File: src/rtl/fetch_pkg.sv
package fetch_pkg;

  // one bus data word or byte address
  typedef logic [31:0] word_t;

  // first fetched word in the low half, upper half zero for a short one
  typedef logic [63:0] insn_t;

  typedef enum logic [2:0]
  {
    BS_IDLE,
    BS_REQ,
    BS_WAIT,
    BS_DRAIN,
    BS_HALT
  } bus_state_t;

  typedef enum logic
  {
    AS_FIRST,
    AS_SECOND
  } asm_state_t;

  localparam int LONG_BIT = 0;            // set in a word that opens a long insn
  localparam word_t WORD_BYTES = 32'd4;   // address step per word

endpackage

File: src/rtl/fetch_bus_master.sv
`timescale 1ns/100ps

module fetch_bus_master
  import fetch_pkg::*;
#(
  parameter int    REQ_MAX     = 4,
  parameter word_t START_ADDR  = 32'h0000_0000,
  parameter int    FIFO_AWIDTH = 4
)
(
  input  logic                 clk_i,
  input  logic                 rst_i,
  input  logic                 pc_set_i,
  input  word_t                pc_in_i,
  input  logic                 halt_i,
  output logic                 cyc_o,
  output logic                 stb_o,
  output word_t                adr_o,
  input  logic                 stall_i,
  input  logic                 ack_i,
  input  logic [FIFO_AWIDTH:0] fifo_level_i,
  output logic                 push_o
);

  localparam int DEPTH = 1 << FIFO_AWIDTH;
  localparam logic [3:0] LAST_REQ = 4'(REQ_MAX - 1);

  bus_state_t state;
  bus_state_t state_nxt;
  word_t      adr_nxt;
  logic [3:0] req_cnt;
  logic [3:0] req_cnt_nxt;
  logic [3:0] ack_cnt;
  logic [3:0] ack_cnt_nxt;
  logic [3:0] in_flight;
  logic       halt_q;
  logic       halt_nxt;
  logic       room;

  assign in_flight = req_cnt - ack_cnt;
  assign room = (int'(fifo_level_i) + int'(in_flight) + REQ_MAX) <= DEPTH;

  assign cyc_o  = (state == BS_REQ) || (state == BS_WAIT) || (state == BS_DRAIN);
  assign stb_o  = (state == BS_REQ);
  assign push_o = ack_i && (state != BS_DRAIN);  // stale words are dropped

  always_comb
  begin
    state_nxt   = state;
    adr_nxt     = adr_o;
    halt_nxt    = halt_q;
    req_cnt_nxt = req_cnt;
    ack_cnt_nxt = ack_cnt + {3'b000, ack_i};
    case (state)
      BS_IDLE:
      begin
        req_cnt_nxt = '0;
        ack_cnt_nxt = '0;
        if (pc_set_i)
          adr_nxt = pc_in_i;
        else if (room)
          state_nxt = BS_REQ;
      end
      BS_REQ:
      begin
        if (!stall_i)
        begin
          adr_nxt     = adr_o + WORD_BYTES;
          req_cnt_nxt = req_cnt + 4'd1;
          if (req_cnt == LAST_REQ)
            state_nxt = BS_WAIT;
        end
        if (pc_set_i)
        begin
          adr_nxt   = pc_in_i;  // request accepted this cycle is still counted
          state_nxt = BS_DRAIN;
        end
      end
      BS_WAIT, BS_DRAIN:
      begin
        if (halt_i)
          halt_nxt = 1'b1;
        if (ack_cnt_nxt == req_cnt)
          state_nxt = halt_nxt ? BS_HALT : BS_IDLE;
        else if (pc_set_i)
          state_nxt = BS_DRAIN;
        if (pc_set_i)
          adr_nxt = pc_in_i;
      end
      default:
        state_nxt = BS_HALT;  // parked until reset
    endcase
  end

  always_ff @(posedge clk_i or posedge rst_i)
  begin
    if (rst_i)
    begin
      state   <= BS_IDLE;
      adr_o   <= START_ADDR;
      req_cnt <= '0;
      ack_cnt <= '0;
      halt_q  <= 1'b0;
    end
    else
    begin
      state   <= state_nxt;
      adr_o   <= adr_nxt;
      req_cnt <= req_cnt_nxt;
      ack_cnt <= ack_cnt_nxt;
      halt_q  <= halt_nxt;
    end
  end

  // cyc covers every request and every ack still owed
  a_stb_in_cyc: assert property (@(posedge clk_i) disable iff (rst_i)
    (stb_o || (in_flight != 4'd0)) |-> cyc_o)
    else $error("fetch_bus_master: request or pending ack without cyc");

  a_ack_expected: assert property (@(posedge clk_i) disable iff (rst_i)
    ack_i |-> (in_flight != 4'd0))
    else $error("fetch_bus_master: ack with nothing in flight");

endmodule

File: src/rtl/fetch_fifo.sv
`timescale 1ns/100ps

module fetch_fifo
  import fetch_pkg::*;
#(
  parameter int FIFO_AWIDTH = 4
)
(
  input  logic                 clk_i,
  input  logic                 rst_i,
  input  logic                 flush_i,
  input  logic                 push_i,
  input  word_t                data_i,
  input  logic                 pop_i,
  output word_t                data_o,
  output logic                 empty_o,
  output logic                 full_o,
  output logic [FIFO_AWIDTH:0] level_o
);

  localparam int DEPTH = 1 << FIFO_AWIDTH;

  word_t mem [DEPTH];

  // extra msb tells full from empty
  logic [FIFO_AWIDTH:0] wr_ptr;
  logic [FIFO_AWIDTH:0] rd_ptr;

  assign level_o = wr_ptr - rd_ptr;
  assign empty_o = (wr_ptr == rd_ptr);
  assign full_o  = (wr_ptr[FIFO_AWIDTH] != rd_ptr[FIFO_AWIDTH]) &&
                   (wr_ptr[FIFO_AWIDTH-1:0] == rd_ptr[FIFO_AWIDTH-1:0]);

  assign data_o = mem[rd_ptr[FIFO_AWIDTH-1:0]];  // head word visible before pop

  always_ff @(posedge clk_i or posedge rst_i)
  begin
    if (rst_i)
    begin
      wr_ptr <= '0;
      rd_ptr <= '0;
    end
    else if (flush_i)
    begin
      wr_ptr <= '0;  // flush beats a push or pop on the same edge
      rd_ptr <= '0;
    end
    else
    begin
      if (push_i)
        wr_ptr <= wr_ptr + 1'b1;
      if (pop_i)
        rd_ptr <= rd_ptr + 1'b1;
    end
  end

  always_ff @(posedge clk_i)
  begin
    if (push_i && !flush_i)
      mem[wr_ptr[FIFO_AWIDTH-1:0]] <= data_i;
  end

  // bus master room check must keep this from ever firing
  a_no_overflow: assert property (@(posedge clk_i) disable iff (rst_i)
    !(push_i && full_o))
    else $error("fetch_fifo: push while full");

  a_no_underflow: assert property (@(posedge clk_i) disable iff (rst_i)
    !(pop_i && empty_o))
    else $error("fetch_fifo: pop while empty");

endmodule

File: src/rtl/fetch_unit.sv
`timescale 1ns/100ps

module fetch_unit
  import fetch_pkg::*;
#(
  parameter int    REQ_MAX     = 4,
  parameter word_t START_ADDR  = 32'h0000_1000,
  parameter int    FIFO_AWIDTH = 4
)
(
  input  logic  clk_i,
  input  logic  rst_i,
  output logic  cyc_o,
  output logic  stb_o,
  output word_t adr_o,
  input  logic  bus_stall_i,  // slave stall, not decode stall
  input  logic  ack_i,
  input  word_t dat_i,
  input  logic  pc_set_i,
  input  word_t pc_in_i,
  input  logic  halt_i,
  input  logic  stall_i,
  output insn_t ir_o,
  output word_t pc_o,
  output logic  ir_valid_o
);

  logic                 fifo_push;
  logic                 fifo_pop;
  logic                 fifo_empty;
  logic [FIFO_AWIDTH:0] fifo_level;
  word_t                fifo_word;

  fetch_bus_master #(
    .REQ_MAX     (REQ_MAX),
    .START_ADDR  (START_ADDR),
    .FIFO_AWIDTH (FIFO_AWIDTH)
  ) i_bus_master (
    .clk_i        (clk_i),
    .rst_i        (rst_i),
    .pc_set_i     (pc_set_i),
    .pc_in_i      (pc_in_i),
    .halt_i       (halt_i),
    .cyc_o        (cyc_o),
    .stb_o        (stb_o),
    .adr_o        (adr_o),
    .stall_i      (bus_stall_i),
    .ack_i        (ack_i),
    .fifo_level_i (fifo_level),
    .push_o       (fifo_push)
  );

  fetch_fifo #(
    .FIFO_AWIDTH (FIFO_AWIDTH)
  ) i_fifo (
    .clk_i   (clk_i),
    .rst_i   (rst_i),
    .flush_i (pc_set_i),  // cleared on the redirect edge
    .push_i  (fifo_push),
    .data_i  (dat_i),
    .pop_i   (fifo_pop),
    .data_o  (fifo_word),
    .empty_o (fifo_empty),
    .full_o  (),
    .level_o (fifo_level)
  );

  insn_assembler #(
    .START_ADDR (START_ADDR)
  ) i_assembler (
    .clk_i      (clk_i),
    .rst_i      (rst_i),
    .pc_set_i   (pc_set_i),
    .pc_in_i    (pc_in_i),
    .word_i     (fifo_word),
    .empty_i    (fifo_empty),
    .pop_o      (fifo_pop),
    .stall_i    (stall_i),
    .ir_o       (ir_o),
    .pc_o       (pc_o),
    .ir_valid_o (ir_valid_o)
  );

endmodule

File: src/rtl/insn_assembler.sv
`timescale 1ns/100ps

module insn_assembler
  import fetch_pkg::*;
#(
  parameter word_t START_ADDR = 32'h0000_0000
)
(
  input  logic  clk_i,
  input  logic  rst_i,
  input  logic  pc_set_i,
  input  word_t pc_in_i,
  input  word_t word_i,
  input  logic  empty_i,
  output logic  pop_o,
  input  logic  stall_i,
  output insn_t ir_o,
  output word_t pc_o,
  output logic  ir_valid_o
);

  asm_state_t state;
  word_t      next_pc;   // address of the insn being built
  word_t      low_q;     // first half of a long insn
  logic       emit;
  logic       is_long;

  // output slot is consumed on every cycle decode is not stalled
  assign pop_o   = !empty_i && !stall_i && !pc_set_i;
  assign is_long = word_i[LONG_BIT];
  assign emit    = pop_o && ((state == AS_SECOND) || !is_long);

  always_ff @(posedge clk_i or posedge rst_i)
  begin
    if (rst_i)
    begin
      state      <= AS_FIRST;
      next_pc    <= START_ADDR;
      ir_valid_o <= 1'b0;
    end
    else if (pc_set_i)
    begin
      state      <= AS_FIRST;  // any half-built long insn is dropped
      next_pc    <= pc_in_i;
      ir_valid_o <= 1'b0;
    end
    else if (!stall_i)
    begin
      ir_valid_o <= emit;
      if (pop_o)
      begin
        case (state)
          AS_FIRST:
          begin
            if (is_long)
              state <= AS_SECOND;
            else
              next_pc <= next_pc + WORD_BYTES;
          end
          default:
          begin
            state   <= AS_FIRST;
            next_pc <= next_pc + (WORD_BYTES << 1);
          end
        endcase
      end
    end
  end

  always_ff @(posedge clk_i)
  begin
    if (pop_o && (state == AS_FIRST))
      low_q <= word_i;
    if (emit)
    begin
      if (state == AS_SECOND)
        ir_o <= {word_i, low_q};
      else
        ir_o <= {32'h0000_0000, word_i};
      pc_o <= next_pc;
    end
  end

  // a held instruction must not change under decode stall
  a_hold_on_stall: assert property (@(posedge clk_i) disable iff (rst_i)
    (ir_valid_o && stall_i && !pc_set_i) |=>
      (ir_valid_o && $stable(ir_o) && $stable(pc_o)))
    else $error("insn_assembler: output changed while stalled");

endmodule

File: config.mk
export PLATFORM = sky130hd
export DESIGN_NAME = fetch_unit
export DESIGN_NICKNAME = d
export VERILOG_FILES = /design/src/rtl/fetch_pkg.sv /design/src/rtl/fetch_bus_master.sv /design/src/rtl/fetch_fifo.sv /design/src/rtl/fetch_unit.sv /design/src/rtl/insn_assembler.sv
export SDC_FILE = /design/constraint.sdc
export NUM_CORES = 1
export LEC_CHECK = 0
export BUFFER_PORTS_ARGS = -buffer_cell sky130_fd_sc_hd__buf_4
export CORE_MARGIN = 2
export CORE_UTILIZATION = 59
export CTS_CLUSTER_SIZE = 20
export DETAILED_ROUTE_END_ITERATION = 8
export PLACE_DENSITY_LB_ADDON = 0.25
export SYNTH_ARGS = -nofsm -noshare
export SYNTH_HDL_FRONTEND = slang
export SYNTH_SLANG_ARGS = --single-unit
export TNS_END_PERCENT = 100
File: constraint.sdc
create_clock -name clk_i -period 9.7 [get_ports clk_i]
set_input_delay 2.91 -clock clk_i [delete_from_list [all_inputs] [get_ports clk_i]]
set_output_delay 2.91 -clock clk_i [all_outputs]
set_load 0.05 [all_outputs]
==> qor.yml <==
place:
  place_ws_ns: 3.38
  gp_congestion: 0.896
  dp_hpwl_mm: 37.4
  portBuffers: 201
  placed_cells: 2439
setup_path:
  endpoint_kind: "flip-flop"
  slowest_delay_ns: 0.82
  start_kind: "input pin"
  cp_max_fo: 48
  rrSetupSlack_ns: 4.23
  crit_start: "stall_i"
  slowest_stage: "a41oi_2"
  crit_required_ns: 9.93
  r2r-end: "i_assembler.ir_o[52]"
  crit_chain: "buf_4 -> a41oi_2 -> nand2_1 -> nor2_4 -> buf_4 -> buf_4"
  crit_buf_inv: 3
  arrival_ns: 5.96
  path_common_cell: "buf_4"
  critical-path-top-delay-family: "buffers and inverters"
  r2r_cells: 7
  path_class: "in -> reg"
  reg2reg_from: "i_fifo.rd_ptr[0]"
timing:
  post-route-period-util_pct: 59.0
  hold_viol: 0
  min_period_ns: 5.73
  rsz0062_at_grt: "no"
  worst_pin_slew_ns: 1.28
  max_freq_mhz: 175
  fin_ws_ns: 3.97
  drv_slew: 0
  finalSetupViolCount: 0
  maxSlewHeadroom_pct: 14.2
  holdWs_ns: 0.449
  tns_ns: 0
  clock_skew_ns: 0.0220
clock_tree:
  htreeDepth: 3
  postCtsHoldBufs: 0
  clockBufferDepth: 3
  worstSkewPairLatency_ns: 0.62
  cts_root_buf: "clkbuf_16"
  ctsResizeCount: 0
  path_clk_slew_ns: 0.07
  numCtsBuffers: 73
  cts_tree: "done"
  cts_setup_buffers: 0
  clkSinkCount: 728
routing:
  drc: 0
  wl_per_cell_um: 25.3
  wl_mm: 65.2
  top_layer_used: "met5"
  dr.pass1.iters: 7
  antenna_left: 0
  drt_iter0_markers: 1573
  via_count: 15900
  wl_met3_mm: 4.78
  viasPerCell: 6.17
  dr_wl_met2_mm: 33.0
  wl_met1_mm: 25.6
cells_and_area:
  layout.nets: 1946
  layout_commonest_cell: "edfxtp_1"
  utilization_pct: 69.1
  area_delta_synth_final_pct: 15.7
  finalNonFillerCells: 2572
  n_antenna_cell: 0
  drive_above_1_share_pct: 28.0
  final_cell_mix: "edfxtp_1, buf_4, nand2_1"
  n_fill_cell: 3096
min_path:
  hold_path.class: "reg -> reg"
  min_to: "i_assembler.pc_o[1]"
  min_from: "i_assembler.next_pc[1]"
  whs_path_depth: 0
global_route:
  antenna_found_initial: 2
  grt_first_pass_wirelength_mm: 96.9
  grt_start_max_net_pins: 85
  grt_usage_pct: 25.9
  grt_pass1_vias: 15800
  grt-ovfl-total: 0
floorplanning:
  dieArea_mm2: 0.0512
  io_pins: 202
  core_mm2: 0.0488
  rows: 81
  fp.dieH_um: 226
  initial_utilization_pct: 59.7
  die_w_um: 226
yosys:
  seq_area_frac_synth_pct: 73.4
  yosysUniqueCellTypes: 65
  synth-async-reset-ratio_pct: 12.1
  synth_edf_count: 640
  syn-cell-area_mm2: 0.0292
  synth-seq-cells: 728
  ys_warn_count: 0
  synth_cells: 1626
  syn_nets: 1722
  avgSynthCellArea_um2: 17.9
  dominantRegCellSynth: "edfxtp_1"
pwr:
  vdd_drop_max_uv: 166
  leakage_nw: 11.5
  powerDensity_mw_per_mm2: 253
flow_run:
  cap_violations: 0
status:
  status: "finished, final reports clean"
## power by group
part | internal (mW) | total (mW) | switching (mW)
Sequential | 3.66 | 3.88 | 0.229
Combinational | 0.821 | 2.02 | 1.20
Clock | 1.47 | 2.64 | 1.17
## sequential cells by signal, summed over array words and instances (netlist names)
register                cells
i_assembler.ir_o           64
i_assembler.ir_valid_o      1
i_assembler.low_q          32
i_assembler.next_pc        32
i_assembler.pc_o           32
i_assembler.state           1
i_bus_master.ack_cnt        4
i_bus_master.adr_o         32
i_bus_master.halt_q         1
i_bus_master.req_cnt        4
i_bus_master.state          3
i_fifo.mem                512
i_fifo.rd_ptr               5
i_fifo.wr_ptr               5
## how the worst max path moves through the flow
stage,depth (start not counted),end,slack (ns)
after floorplan,5,i_assembler.ir_o[0],1.39
after global placement,6,i_assembler.ir_o[12],3.54
after detailed placement,6,i_assembler.ir_o[12],3.38
after CTS,6,i_assembler.ir_o[52],4.01
after global routing,8,i_assembler.ir_o[52],3.70
final,6,i_assembler.ir_o[52],3.97
## kinds of logic after synthesis
kind of cell,Yosys count,share of synthesized area [%]
DFF,728,73.4
and+or+nand+nor,386,6.30
muxes,178,12.9
AOI/OAI and AO/OA,160,3.31
buffers and inverters,100,1.45
adders and majority gates,25,1.15
xor gates and xnor gates,49,1.47
## final cells by class
cell class	instances	area (um^2)	share of cell area, %
Clock buffer	90	1950	5.79
Clock inverter	43	277	0.819
Inverter	21	80.1	0.237
Multi-Input combinational cell	798	7470	22.1
Sequential cell	728	21400	63.5
Tap cell	664	831	2.46
Timing Repair Buffer	228	1710	5.07
## per-layer routing
layer | track usage [%] | up-vias
met5 | 0 | -
met4 | 8.96 | 4
met3 | 4.00 | 116
met2 | 43.3 | 735
met1 | 35.2 | 8151
li1 | - | 6855
## synthesized netlist by cell type (11+ instances only)
library cell / number / area [um^2]
edfxtp_1: 640 / 19200
nand2_1: 164 / 616
mux4_2: 157 / 3540
dfrtp_1: 86 / 2150
nor2_1: 65 / 244
a21oi_1: 54 / 270
clkbuf_1: 46 / 173
o21ai_0: 45 / 225
and2_1: 37 / 231
xor2_1: 29 / 254
nand3_1: 28 / 140
nand4_1: 25 / 156
ha_1: 22 / 275
xnor2_1: 20 / 175
buf_2: 19 / 95.1
inv_1: 19 / 71.3
nor3_1: 16 / 80.1
o22ai_1: 16 / 100
mux2_2: 12 / 135
and3_1: 11 / 68.8
## stage by stage
step	power, mW	instance area, um^2
2_1_floorplan	5.40	29200
3_3_place_gp	5.92	31500
3_5_place_dp	5.97	31500
4_1_cts	8.61	33800
5_1_grt	8.88	33800
6_report	8.55	33800
Power figures use the tool's default switching activity.
